<file path="src/hw/ppu_timing_pkg.sv">
package ppu_timing_pkg;

    // raster size, counted in pixel clocks
    localparam logic [8:0] col_count = 9'd341;
    localparam logic [8:0] row_count = 9'd262;
    localparam logic [8:0] visible_cols = 9'd256;
    localparam logic [8:0] visible_rows = 9'd240;
    localparam logic [8:0] pre_render_row = 9'd261;
    localparam logic [8:0] sprite_height = 9'd8;

    // horizontal phase boundaries
    localparam logic [8:0] sp_pre_first = 9'd257;
    localparam logic [8:0] sp_pre_last = 9'd264;
    localparam logic [8:0] tl_pre_last = 9'd336;

    // pattern table base addresses
    localparam logic [12:0] left_tbl_base = 13'h0000;
    localparam logic [12:0] right_tbl_base = 13'h1000;

    typedef enum logic [2:0] {
        SL_PRE_CYC,
        IDLE_CYC,
        SP_PRE_CYC,
        TL_PRE_CYC,
        GARB_CYC,
        NO_EVAL
    } hs_state_t;

    typedef enum logic {
        LEFT_TBL = 1'b0,
        RIGHT_TBL = 1'b1
    } pattern_tbl_t;

endpackage

</file>
<file path="src/hw/scan_timer.sv">
module scan_timer (
    input logic clk,
    input logic rst_n,
    output logic clk_en,
    output logic [8:0] row,
    output logic [8:0] col,
    output ppu_timing_pkg::hs_state_t hs_state
);
    import ppu_timing_pkg::*;

    logic [1:0] div_q;
    logic eval_row;

    // pixel clock is master clock / 4
    always_ff @(posedge clk or negedge rst_n) begin
        if (!rst_n) begin
            div_q <= 2'd0;
            clk_en <= 1'b0;
        end else begin
            div_q <= div_q + 2'd1;
            clk_en <= (div_q == 2'd3);
        end
    end

    always_ff @(posedge clk or negedge rst_n) begin
        if (!rst_n) begin
            col <= 9'd0;
            row <= 9'd0;
        end else if (clk_en) begin
            if (col == col_count - 9'd1) begin
                col <= 9'd0;
                row <= (row == row_count - 9'd1) ? 9'd0 : row + 9'd1;
            end else begin
                col <= col + 9'd1;
            end
        end
    end

    // visible rows plus pre-render row are evaluated
    assign eval_row = (row < visible_rows) || (row == pre_render_row);

    always_comb begin
        if (!eval_row) begin
            hs_state = NO_EVAL;
        end else if (col < visible_cols) begin
            hs_state = SL_PRE_CYC;
        end else if (col < sp_pre_first) begin
            hs_state = IDLE_CYC;
        end else if (col <= sp_pre_last) begin
            hs_state = SP_PRE_CYC;
        end else if (col <= tl_pre_last) begin
            hs_state = TL_PRE_CYC;
        end else begin
            hs_state = GARB_CYC;
        end
    end

endmodule

</file>
<file path="config.mk">
export PLATFORM = sky130hd
export DESIGN_NAME = scan_timer
export DESIGN_NICKNAME = d
export VERILOG_FILES = /design/src/hw/ppu_timing_pkg.sv /design/src/hw/scan_timer.sv
export SDC_FILE = /design/constraint.sdc
export NUM_CORES = 1
export LEC_CHECK = 0
export BUFFER_PORTS_ARGS = -buffer_cell sky130_fd_sc_hd__clkbuf_2
export CORE_MARGIN = 4
export CORE_UTILIZATION = 48
export DETAILED_ROUTE_END_ITERATION = 16
export GPL_ROUTABILITY_DRIVEN = 1
export PLACE_DENSITY = 0.74
export REMOVE_ABC_BUFFERS = 1
export SLEW_MARGIN = 20
export SYNTH_ARGS = -nofsm -noshare
export SYNTH_HDL_FRONTEND = slang
export SYNTH_SLANG_ARGS = --single-unit
</file>
<file path="constraint.sdc">
create_clock -name clk -period 1.7 [get_ports clk]
set_input_delay 0.17 -clock clk [delete_from_list [all_inputs] [get_ports clk]]
set_output_delay 0.17 -clock clk [all_outputs]
set_load 0.02 [all_outputs]
</file>
* Yosys cells after proc, flatten, opt, wreduce, memory -nomap -nowiden
Cells that the tools add are included.
** Cells by class
- Shift operators :: 0
- Mux-type cells :: 7
- Eq/ne operators :: 3
- Div/mod/pow operators :: 0
- Reduce and logical (&&, ||, !) cells :: 2
- Multipliers :: 0
- Order comparisons :: 5
- Bitwise operators :: 0
- Add/subtract/negate cells :: 3
** Operators by type and width (number)
- $add 9x1->9 const B :: 2
- $eq 9x9->1 const B :: 2
- $le 9x9->1 const B :: 2
- $lt 9x9->1 const B :: 2
- $mux 9 :: 2
- $mux 3 :: 5
- $lt 9x8->1 const B :: 1
- $add 2x1->2 const B :: 1
- $eq 2x2->1 const B :: 1
- $reduce_and 2->1 :: 1
- $logic_or 1x1->1 :: 1
** Word-level totals
- Memory bits (read-only) :: 0
- Register bits after elaboration :: 21
- Bits in latches :: 0
- Memory bits (writable) :: 0
- Input bits :: 2
- Output and inout port bits :: 22
- Memories :: 0

* Longest topological paths before layout
Gate-level depths: netlist of run 1.
- Word-level depth :: 6
- Depth in mapped cells :: 7
- Gate-level depth less buffers :: 6

* Least setup slack after synthesis of run 1
No wires, ideal clock.
- Path kind :: reg-to-output
- Start point :: register row[5]
- End point :: output hs_state[1]
- Arrival :: 1.767 ns
- Data required time :: 1.530 ns
- Setup slack :: -0.237 ns
- Buffers on the path :: 0
- Stages on the path, launching flop included :: 5
- Path through :: dfrtp_1 -> nor4_2 -> nand3_1 -> a22o_1 -> nor3_1
** Between the ends
- Word-level cells in the longest chain between the ends :: 3
- Elaborated cells between the ends (all ways) :: 4
** Ends and longest elaborated chain
- from (decl) :: RTL line scan_timer.sv:5 : output logic [8:0] row,
- from (signal assigned) :: RTL line scan_timer.sv:32 : row <= (row == row_count - 9'd1) ? 9'd0 : row + 9'd1;
- $lt 9x8->1 / $eq 9x9->1 (equally long branches) :: RTL line scan_timer.sv:40 : assign eval_row = (row < visible_rows) || (row == pre_render_row);
- $logic_or 1x1->1 * :: RTL line scan_timer.sv:40
- $mux 3 * :: RTL line scan_timer.sv:43 : if (!eval_row) begin
- to (decl) :: RTL line scan_timer.sv:7 : output ppu_timing_pkg::hs_state_t hs_state
Every way passes the cells marked *; elsewhere a longest branch is shown, timed or not.

* Worst setup path in the final report of run 1
- Start point :: register row[6]
- End point :: output hs_state[0]
Same word-level chain as after synthesis.

==> metrics.md, run 1 <==
| Metric | Value |
|---|---|
| Outcome | `complete, but fails checks` |
| Failing checks | `negative setup slack` |
| DR vias | `1195` |
| Main flop type after synthesis | `dfrtp_1` |
| Routed length per instance | `approximately 16 µm` |
| Starting density of the core | `52.6%` |
| Synth warn | `0` |
| Crit path time final | `1.90 ns` |
| Leak Pwr | `around 0.86 nW` |
| CTS buffer count | `3` |
| Final slew viol count | `0` |
| RSZ-0062 raised after global routing | `yes` |
| Final nets | `191` |
| Register area share after synthesis | `43.5%` |
| Critical Path, Cell by Cell | `nor4_4 > nand3_1 > a22o_4 > a21o_1 > buf_2` |
| Yosys top cell area share | `~44%` |
| Pwr/cell area | `437 nW/µm²` |
| Most area-consuming cells after synthesis | `dfrtp_1 (44%), ha_1 (5.2%), o21ai_0 (4.1%), nand2_1 (4.0%), xor2_1 (2.9%)` |
| Vias in the first global route | `1137` |
| CTS Buffer Depth | `2` |
| TritonCTS clock tree | `yes` |
| Final setup fails | `10` |
| Final hold violations | `0` |
| Row Count | `17` |
| Most frequent cells in the layout | `buf_4 (32), clkbuf_2 (20), dfrtp_1 (18), nand2_1 (13), nor2_1 (9)` |
| Die area | `around 3400 µm²` |
| Drc violations | `0` |
| Max stage delay on crit path | `0.43 ns` |
| FF-to-FF Start | `col[0]` |
| Initial antenna violation count | `0` |
| # Max-Cap Violations | `0` |
| Period utilization | `112%` |
| Synth Cell Area | `roughly 1200 µm²` |
| Ys async rst share | `100%` |
| Buffers plus inverters on the worst setup path | `1` |
| Post-DP HPWL | `2260 µm` |
| Port bufs | `23` |
| Final ANT Viol Nets | `0` |
| Most common cell after layout, fill and taps aside | `buf_4` |
| Final WL | `3350 µm` |
| I/O pins | `24` |
| H-tree levels | `1` |
| Final WS setup | `-0.197 ns` |
| Synth Register Bits | `21` |
| Gpl congestion | `0.837` |
| Layout fillers | `166` |
| Clk root buf | `clkbuf_4` |
| Non-Filler Instances | `approximately 210` |
| Die Y | `approximately 58 µm` |
| CP top delay family | `flip-flops` |
| First-pass GRT wire length | `5350 µm` |
| Post-synthesis cell type count | `between 40 and 50` |
| CTS clk-pin slew, worst paths | `0.12 ns` |
| Die X | `roughly 58 µm` |
| Critical path arrival | `between 1.5 and 2 ns` |
| Dpl cells | `roughly 200` |
| Drt via density | `between 5 and 6` |
| Worst hold slack | `0.348 ns` |
| Core area | `2300 µm²` |
| CP Data Required Time | `1.53 ns` |
| Hold WC Path Type | `input port to asynchronous set/reset pin` |
| Cell taking the most area after synthesis | `dfrtp_1` |
| Drt pass-1 iters | `4` |
| Reg2reg end | `row[5]` |
| Worst setup SP type | `flop` |
| CTS Sinks | `21` |
| Max-Slew Margin vs Limit | `64.7%` |
| Worst r2r path cells | `6` |
| Worst-Skew Late Latency | `0.31 ns` |
| Slowest cell on crit path | `dfrtp_1` |
| F_max | `roughly 530 MHz` |
| Overflow after GRT | `0` |
| N_diodes | `0` |
| Synth Area per Inst | `9.66 µm²` |
| Post-Synthesis Cells | `125` |
| Type of the worst setup path | `flop to output pin` |
| Syn-to-layout area delta | `44.5%` |
| Total global-route track usage | `between 20% and 30%` |
| CP Max Fanout | `3` |
| Layout cell share with drive strength beyond 1 | `46.4%` |
| Largest net degree at the start of global routing | `22` |
| Initial DRC count | `57` |
| Critical path capture point type | `output pin` |
| R2R setup slack | `-0.11 ns` |
| Worst Clk Skew | `0.00137 ns` |
| Worst-Margin Slew | `0.529 ns` |
| VDD IR max | `0.553 mV` |
| Number of flops mapped to enable cells by yosys | `0` |
## synth_stat cells (all sizes together), types with 2 or more instances
| master | n |
|---|---|
| and3 | 4 |
| nor2 | 9 |
| xnor2 | 2 |
| o21ai | 11 |
| inv | 6 |
| a22o | 2 |
| and4b | 2 |
| xor2 | 4 |
| nand2 | 13 |
| nor3 | 3 |
| nor4b | 2 |
| o211ai | 2 |
| dfrtp | 21 |
| a21oi | 4 |
| a21o | 3 |
| nand4 | 4 |
| nand2b | 3 |
| nand3 | 5 |
| buf | 3 |
| ha | 5 |
| nor4 | 3 |
## area by class of cell
type,count,area (µm²),share of cell area [%]
sequential,21,529,30.3
inverter,6,22.5,1.29
multi-input combinational,95,739,42.4
timing repair buffer,57,392,22.5
clock buffer,4,26.3,1.51
tap,28,35.0,2.01
## repair_timing
item	CTS	global route
endpoints found under the setup margin	8	12
hold endpoints to repair	21	0
hold buffers	1	0
buffers inserted	5	3
pin swaps	10	1
gates resized for setup	18	16
## logic make-up after synthesis
family,after synthesis,synth area share (%)
mux,2,1.76
fa+ha+maj,5,5.18
xor+xnor,6,4.35
flops,21,43.5
compound gates,26,13.3
buf+inv,9,3.32
simple gates,56,28.6
## how the worst max path moves through the flow
stage	start	end	slack, ns	cells past startpoint
floorplan	row[5]	hs_state[1]	-0.24	4
global placement	col[0]	row[7]	0.03	6
detailed placement	col[0]	row[7]	-0.08	6
CTS	col[0]	hs_state[1]	-0.22	6
global route	col[4]	hs_state[0]	-0.30	5
finish	row[6]	hs_state[0]	-0.20	5
## layer usage
metal  global-route usage (%)  share of wire (%)  wire length [µm]
met1                     24.5                 39              1310
met2                     36.9                 52              1740
met4                     8.94                2.3                78
met3                     3.34                6.6               222
met5                        0                  0                 0
## through the flow
| step | instance area, µm² | setup TNS, ns | power, mW | utilization (%) | worst slack (ns) |
|---|---|---|---|---|---|
| finish | 1740 | -0.910 | 0.763 | 75.9 | -0.197 |
| global route | 1740 | -1.87 | 0.790 | 75.9 | -0.296 |
| CTS | 1650 | -0.790 | 0.770 | 71.8 | -0.222 |
| detailed placement | 1530 | -0.195 | 0.520 | 66.5 | -0.0848 |
| global placement | 1530 | 0 | 0.520 | 66.5 | 0.0267 |
| floorplan | 1190 | -0.545 | 0.509 | - | -0.237 |
## power by group
group / internal (mW) / switching, mW / total (mW) / leakage [nW]
Clock: 0.0918 / 0.159 / 0.251 / 0.0150
Combinational: 0.00228 / 0.00970 / 0.0120 / 0.572
Sequential: 0.499 / 0 / 0.499 / 0.274
Total: 0.593 / 0.169 / 0.763 / 0.861
## registers in the layout, indices dropped and copies added, names as in the netlist
register	cells
clk_en	1
col	9
div_q	2
row	9
Note: power is estimated with default switching activity, not from simulation.
==> run 2: changes to the inputs <==
--- a/config.mk
+++ b/config.mk
@@ -6,10 +6,12 @@
 export NUM_CORES = 1
 export LEC_CHECK = 0
 export BUFFER_PORTS_ARGS = -buffer_cell sky130_fd_sc_hd__clkbuf_2
+export CAP_MARGIN = 20
 export CORE_MARGIN = 4
 export CORE_UTILIZATION = 48
 export DETAILED_ROUTE_END_ITERATION = 16
 export GPL_ROUTABILITY_DRIVEN = 1
+export MAX_ROUTING_LAYER = met4
 export PLACE_DENSITY = 0.74
 export REMOVE_ABC_BUFFERS = 1
 export SLEW_MARGIN = 20
==> run 2 against run 1 <==
Net effect: critical endpoint unchanged; the run still ends with negative setup slack left; hold slack gained 0.0024 ns; critical path type unchanged; core utilization did not move; clock power about the same; largest cell class unchanged.
==> metrics.md, run 2 (synthesis gave the netlist of run 1 again) <==
| Metric | Value |
|---|---|
| Outcome | `complete, but fails checks` |
| I/O pins | `24 (unchanged)` |
| Period utilization | `112% (+0.23 points)` |
| RSZ-0062 raised after global routing | `yes` |
| Worst-Skew Late Latency | `0.31 ns (about the same)` |
| Syn-to-layout area delta | `44.5% (unchanged)` |
| CTS clk-pin slew, worst paths | `0.12 ns (about the same)` |
| Biggest regs | `col x9, row x9, div_q x2` |
| Clk root buf | `clkbuf_4` |
| Most frequent cells in the layout | `buf_4 (32), clkbuf_2 (20), dfrtp_1 (18), nand2_1 (13), nor2_1 (9)` |
| Type of the worst setup path | `flop to output pin` |
| Worst-Margin Slew | `0.534 ns (+0.00488 ns)` |
| Worst Clk Skew | `0.00195 ns (+0.000580 ns)` |
| CTS buffer count | `3 (unchanged)` |
| VDD IR max | `0.554 mV (+0.25%)` |
| Hold WC Path Type | `input port to asynchronous set/reset pin` |
| Initial DRC count | `50 (-12%)` |
| Die X | `58.2 µm (unchanged)` |
| Port bufs | `23 (unchanged)` |
| N_diodes | `0 (unchanged)` |
| CTS Buffer Depth | `2 (unchanged)` |
| Worst hold slack | `0.351 ns (+0.00243 ns)` |
| Drt pass-1 iters | `4 (unchanged)` |
| Final nets | `191 (unchanged)` |
| CP Max Fanout | `5 (+2)` |
| Top routing layer in use | `met4` |
| Final WS setup | `-0.201 ns (-0.00399 ns)` |
| CP Data Required Time | `1.53 ns (about the same)` |
| Drt via density | `5.70 (+0.59%)` |
| Crit path time final | `1.90 ns (+0.00399 ns)` |
| Critical path arrival | `1.73 ns (about the same)` |
| Gpl congestion | `0.850 (+1.6%)` |
| Sum Neg Setup Slack | `-0.892 ns (+0.0180 ns)` |
| First-pass GRT wire length | `5360 µm (+0.26%)` |
| Die area | `3380 µm² (unchanged)` |
| Most common cell after layout, fill and taps aside | `buf_4` |
| Final WL | `3390 µm (+1.3%)` |
| Dpl cells | `198 (unchanged)` |
| Final setup fails | `10 (unchanged)` |
| DR vias | `1202 (+0.59%)` |
| TritonCTS clock tree | `yes` |
| H-tree levels | `1 (unchanged)` |
| Core area | `2300 µm² (unchanged)` |
| Total global-route track usage | `21.4% (+0.67 points)` |
| Layout cell share with drive strength beyond 1 | `46.4% (unchanged)` |
| Drc violations | `0 (unchanged)` |
| Failing checks | `negative setup slack` |
| M1 wire length | `1360 µm (+3.9%)` |
| Placed cell area | `1530 µm² (unchanged)` |
| Finished Cell Area | `1740 µm² (unchanged)` |
| Row Count | `17 (unchanged)` |
| Non-Filler Instances | `211 (unchanged)` |
| Final ANT Viol Nets | `0 (unchanged)` |
| Largest net degree at the start of global routing | `22 (unchanged)` |
| Worst setup SP type | `flop` |
| F_max | `526 MHz (-0.21%)` |
| Starting density of the core | `52.6% (unchanged)` |
| Routed length per instance | `16.1 µm (+1.3%)` |
| Final hold violations | `0 (unchanged)` |
| Pre-CTS WS | `-0.0848 ns (unchanged)` |
| Final slew viol count | `0 (unchanged)` |
| Initial antenna violation count | `0 (unchanged)` |
| Max-Slew Margin vs Limit | `64.4% (-0.33 points)` |
| Vias in the first global route | `1134 (-0.26%)` |
| Critical path capture point type | `output pin` |
| Overflow after GRT | `0 (unchanged)` |
| WL met3 | `222 µm (unchanged)` |
| # Max-Cap Violations | `0 (unchanged)` |
| Wire length on met2 | `1730 µm (-0.52%)` |
| Leak Pwr | `0.861 nW (unchanged)` |
| Pwr/cell area | `438 nW/µm² (+0.20%)` |
| Die Y | `58.2 µm (unchanged)` |
| CTS Sinks | `21 (unchanged)` |
| Post-DP HPWL | `2260 µm (unchanged)` |
run 2: cell counts in the layout (fill, tap and decap cells not counted):
No cell type changed its count.
run 2: worst max-delay path, cell delays in order (launching register included):
cell and delay, ns:
dfrtp_2 0.47, nor4_4 0.31, a21boi_2 0.21, o21ai_1 0.09, a21o_1 0.19, buf_2 0.15
run 2: what timing repair did:
action	4_1_cts	5_1_grt
gates resized for setup	18	16
hold endpoints to repair	21	0
hold buffers	1	0
pin swaps	10	1
setup endpoints to repair	8	12
setup buffers	5	3
run 2: per-stage QoR:
step / power, mW / utilization (%)
floorplan: 0.509 / -
global placement: 0.520 / 66.5
detailed placement: 0.520 / 66.5
CTS: 0.770 / 71.8
global route: 0.790 / 75.9
finish: 0.764 / 75.9
run 2: per-layer routing:
| layer | GRT usage (%) | up-vias |
|---|---|---|
| met2 | 36.8 | 49 |
| met5 | - | - |
| met4 | 8.94 | 0 |
| met3 | 3.12 | 9 |
| met1 | 24.9 | 580 |
| li1 | - | 564 |
run 2: where the power goes:
group	leakage (nW)	switching, mW	internal [mW]
registers	0.274	0	0.499
clock network	0.0150	0.161	0.0918
logic	0.572	0.00982	0.00228
total	0.861	0.171	0.593
run 2: area by class of cell:
type	count	area (µm²)
clock buffer	4	26.3
fill	166	553
inverter	6	22.5
multi-input combinational	95	739
sequential	21	529
tap	28	35.0
timing repair buffer	57	392
run 2: path summary, 6_finish.rpt:
check	from	end	slack (ns)	cells past startpoint
min reg2reg	div_q[0]	div_q[0]	0.43	1
max	col[4]	hs_state[0]	-0.20	5
max in group asynchronous	rst_n	col[7]	0.97	2
min	rst_n	col[4]	0.35	2
max reg2reg	col[0]	row[5]	-0.11	6
min in group clk	div_q[0]	div_q[0]	0.43	1
==> run 3: changes to the inputs <==
--- a/config.mk
+++ b/config.mk
@@ -12,7 +12,7 @@
 export DETAILED_ROUTE_END_ITERATION = 16
 export GPL_ROUTABILITY_DRIVEN = 1
 export MAX_ROUTING_LAYER = met4
-export PLACE_DENSITY = 0.74
+export PLACE_DENSITY = 0.82
 export REMOVE_ABC_BUFFERS = 1
 export SLEW_MARGIN = 20
 export SYNTH_ARGS = -nofsm -noshare
==> run 3 against run 2 <==
Net effect: the run still ends with negative setup slack left; routed wire length decreased by 1.7%; cell count decreased by 1.4%; global-route usage decreased by 1.0 points; total power decreased by 1.5%; setup slack got worse by 0.021 ns; clock power decreased by 5%; final area decreased by 0.79%; sequential cell count unchanged; via count decreased by 1.2%; combinational power about the same; first-iteration DRC count decreased by 50%; critical path type unchanged.
==> metrics.md, run 3 (synthesis gave the netlist of run 1 again) <==
| Metric | Value |
|---|---|
| Hold WC Path Type | `input port to asynchronous set/reset pin` |
| Switch Pwr | `0.163 mW (-4.6%)` |
| R2R setup slack | `-0.12 ns (about the same)` |
| Drc violations | `0 (unchanged)` |
| Comb pwr share | `1.6% (about the same)` |
| Row Count | `17 (unchanged)` |
| Worst-Skew Late Latency | `0.31 ns (about the same)` |
| Reg2reg end | `row[5]` |
| Die X | `58.2 µm (unchanged)` |
| Worst r2r path cells | `7 (+1)` |
| Drt via density | `5.71 (+0.26%)` |
| Largest net degree at the start of global routing | `22 (unchanged)` |
| Initial antenna violation count | `0 (unchanged)` |
| Initial DRC count | `25 (-50%)` |
| Critical Path, Cell by Cell | `nor4_2 > buf_4 > o211ai_1 > buf_4 > nor3_2 > buf_4` |
| Die area | `3380 µm² (unchanged)` |
| I/O pins | `24 (unchanged)` |
| Drt pass-1 iters | `4 (unchanged)` |
| Overflow after GRT | `0 (unchanged)` |
| Post-DP HPWL | `2300 µm (+1.6%)` |
| Period utilization | `113% (+1.2 points)` |
| Most used cell, CP | `buf_4` |
| CP Data Required Time | `1.53 ns (about the same)` |
| Reg power frac | `66.4% (+1.0 points)` |
| Routed length per instance | `16.0 µm (-0.26%)` |
| VDD IR max | `0.599 mV (+8.0%)` |
| Clock share of power | `32.0% (-1.1 points)` |
| RSZ-0062 raised after global routing | `yes` |
| Layout fillers | `150 (-9.6%)` |
| Total global-route track usage | `20.4% (-1.0 points)` |
| Failing checks | `negative setup slack` |
| Most common cell after layout, fill and taps aside | `buf_4` |
| Final WL | `3330 µm (-1.7%)` |
| Worst setup SP type | `flop` |
| Die Y | `58.2 µm (unchanged)` |
| Port bufs | `23 (unchanged)` |
| Multi-input logic area | `737 µm² (-0.34%)` |
| Final hold violations | `0 (unchanged)` |
| Worst-Margin Slew | `0.533 ns (-0.000826 ns)` |
| Max stage delay on crit path | `0.41 ns (-0.06 ns)` |
| Worst hold slack | `0.358 ns (+0.00761 ns)` |
| First-pass GRT wire length | `5180 µm (-3.5%)` |
| Sum Neg Setup Slack | `-1.24 ns (-0.349 ns)` |
| Syn-to-layout area delta | `43.3%` |
| Final WS setup | `-0.221 ns (-0.0205 ns)` |
| CTS Sinks | `21 (unchanged)` |
| Worst Clk Skew | `0.00192 ns (-0.0000342 ns)` |
| CTS buffer count | `3 (unchanged)` |
| F_max | `520 MHz (-1.1%)` |
| TritonCTS clock tree | `yes` |
| Starting density of the core | `52.6% (unchanged)` |
| # Max-Cap Violations | `0 (unchanged)` |
| Type of the worst setup path | `flop to output pin` |
| PnR Total Power | `0.752 mW (-1.5%)` |
| Layout Utilization | `75.3% (-0.60 points)` |
| H-tree levels | `1 (unchanged)` |
| Buffers plus inverters on the worst setup path | `3 (+2)` |
| DR vias | `1188 (-1.2%)` |
| CTS Buffer Depth | `2 (unchanged)` |
| Gpl congestion | `0.967 (+14%)` |
| Final setup fails | `11 (+1)` |
| CP Max Fanout | `2 (-3)` |
| Outcome | `complete, but fails checks` |
| Critical path arrival | `1.75 ns (+0.02 ns)` |
| Sequential cell area | `527 µm² (-0.47%)` |
| Levels on crit path | `6 (+1)` |
| Vias in the first global route | `1117 (-1.5%)` |
| Layout cell share with drive strength beyond 1 | `45.6% (-0.89 points)` |
| CTS clk-pin slew, worst paths | `0.11 ns (about the same)` |
| Critical path capture point type | `output pin` |
| CP top delay family | `buffers and inverters` |
| Final nets | `188 (-1.6%)` |
| Pre-CTS WS | `-0.0325 ns (+0.0524 ns)` |
| Clk root buf | `clkbuf_4` |
| Most frequent cells in the layout | `buf_4 (28), dfrtp_1 (20), clkbuf_2 (20), nand2_1 (13), o21ai_1 (9)` |
| Pwr/cell area | `435 nW/µm² (-0.74%)` |
| Int Power | `0.590 mW (-0.65%)` |
| Slowest cell on crit path | `dfrtp_1` |
| Core area | `2300 µm² (unchanged)` |
| FF-to-FF Start | `col[1]` |
| Switching share of total power | `21.6% (-0.69 points)` |
| Final ANT Viol Nets | `0 (unchanged)` |
| Final slew viol count | `0 (unchanged)` |
| Biggest regs | `col x9, row x9, div_q x2` |
| N_diodes | `0 (unchanged)` |
| Crit path time final | `1.92 ns (+0.0205 ns)` |
| Leak Pwr | `0.862 nW (about the same)` |
| Max-Slew Margin vs Limit | `64.5% (about the same)` |
[run 3: routing by layer]
layer / vias up / GRT usage (%) / wire [µm]
met4: 0 / 7.28 / 28
met1: 571 / 24.9 / 1340
met2: 50 / 33.1 / 1740
met3: 4 / 4.68 / 229
li1: 563 / - / -
met5: - / - / 0
[run 3: area by class of cell]
type / instances / area share (%)
inverter: 6 / 1.45
tap: 28 / 2.02
clock buffer: 3 / 1.30
multi-input combinational: 95 / 42.6
sequential: 21 / 30.4
clock inverter: 1 / 0.289
timing repair buffer: 54 / 21.9
[run 3: worst max path at each step]
stage / endpoint / startpoint / slack [ns]
after detailed placement: row[7] / col[1] / -0.03
after floorplan: hs_state[1] / row[5] / -0.24
after global placement: row[7] / col[0] / 0.05
after CTS: hs_state[2] / row[3] / -0.23
final: hs_state[1] / col[2] / -0.22
after global routing: hs_state[2] / col[2] / -0.32
[run 3: stage by stage]
| step | std cells | area (µm²) |
|---|---|---|
| after detailed placement | 196 | 1510 |
| final | 208 | 1730 |
| after floorplan | 122 | 1190 |
| after global placement | 196 | 1510 |
| after global routing | 208 | 1730 |
| after CTS | 204 | 1620 |
[run 3: timing repair]
| item | CTS | global route |
|---|---|---|
| pin swaps | 9 | 8 |
| buffers inserted | 3 | 4 |
| hold endpoints to repair | 21 | 0 |
| endpoints found under the setup margin | 8 | 10 |
| gates resized for setup | 12 | 32 |
| hold buffers | 1 | 0 |
[run 3: power by group through the flow]
stage          Combinational [mW]  Clock [mW]  Sequential (mW)
3_3_place_gp               0.0112           0            0.509
2_1_floorplan         0.000000264           0            0.509
6_report                   0.0121       0.241            0.499
4_1_cts                    0.0128       0.254            0.499
3_5_place_dp               0.0110           0            0.509
5_1_grt                    0.0144       0.268            0.499
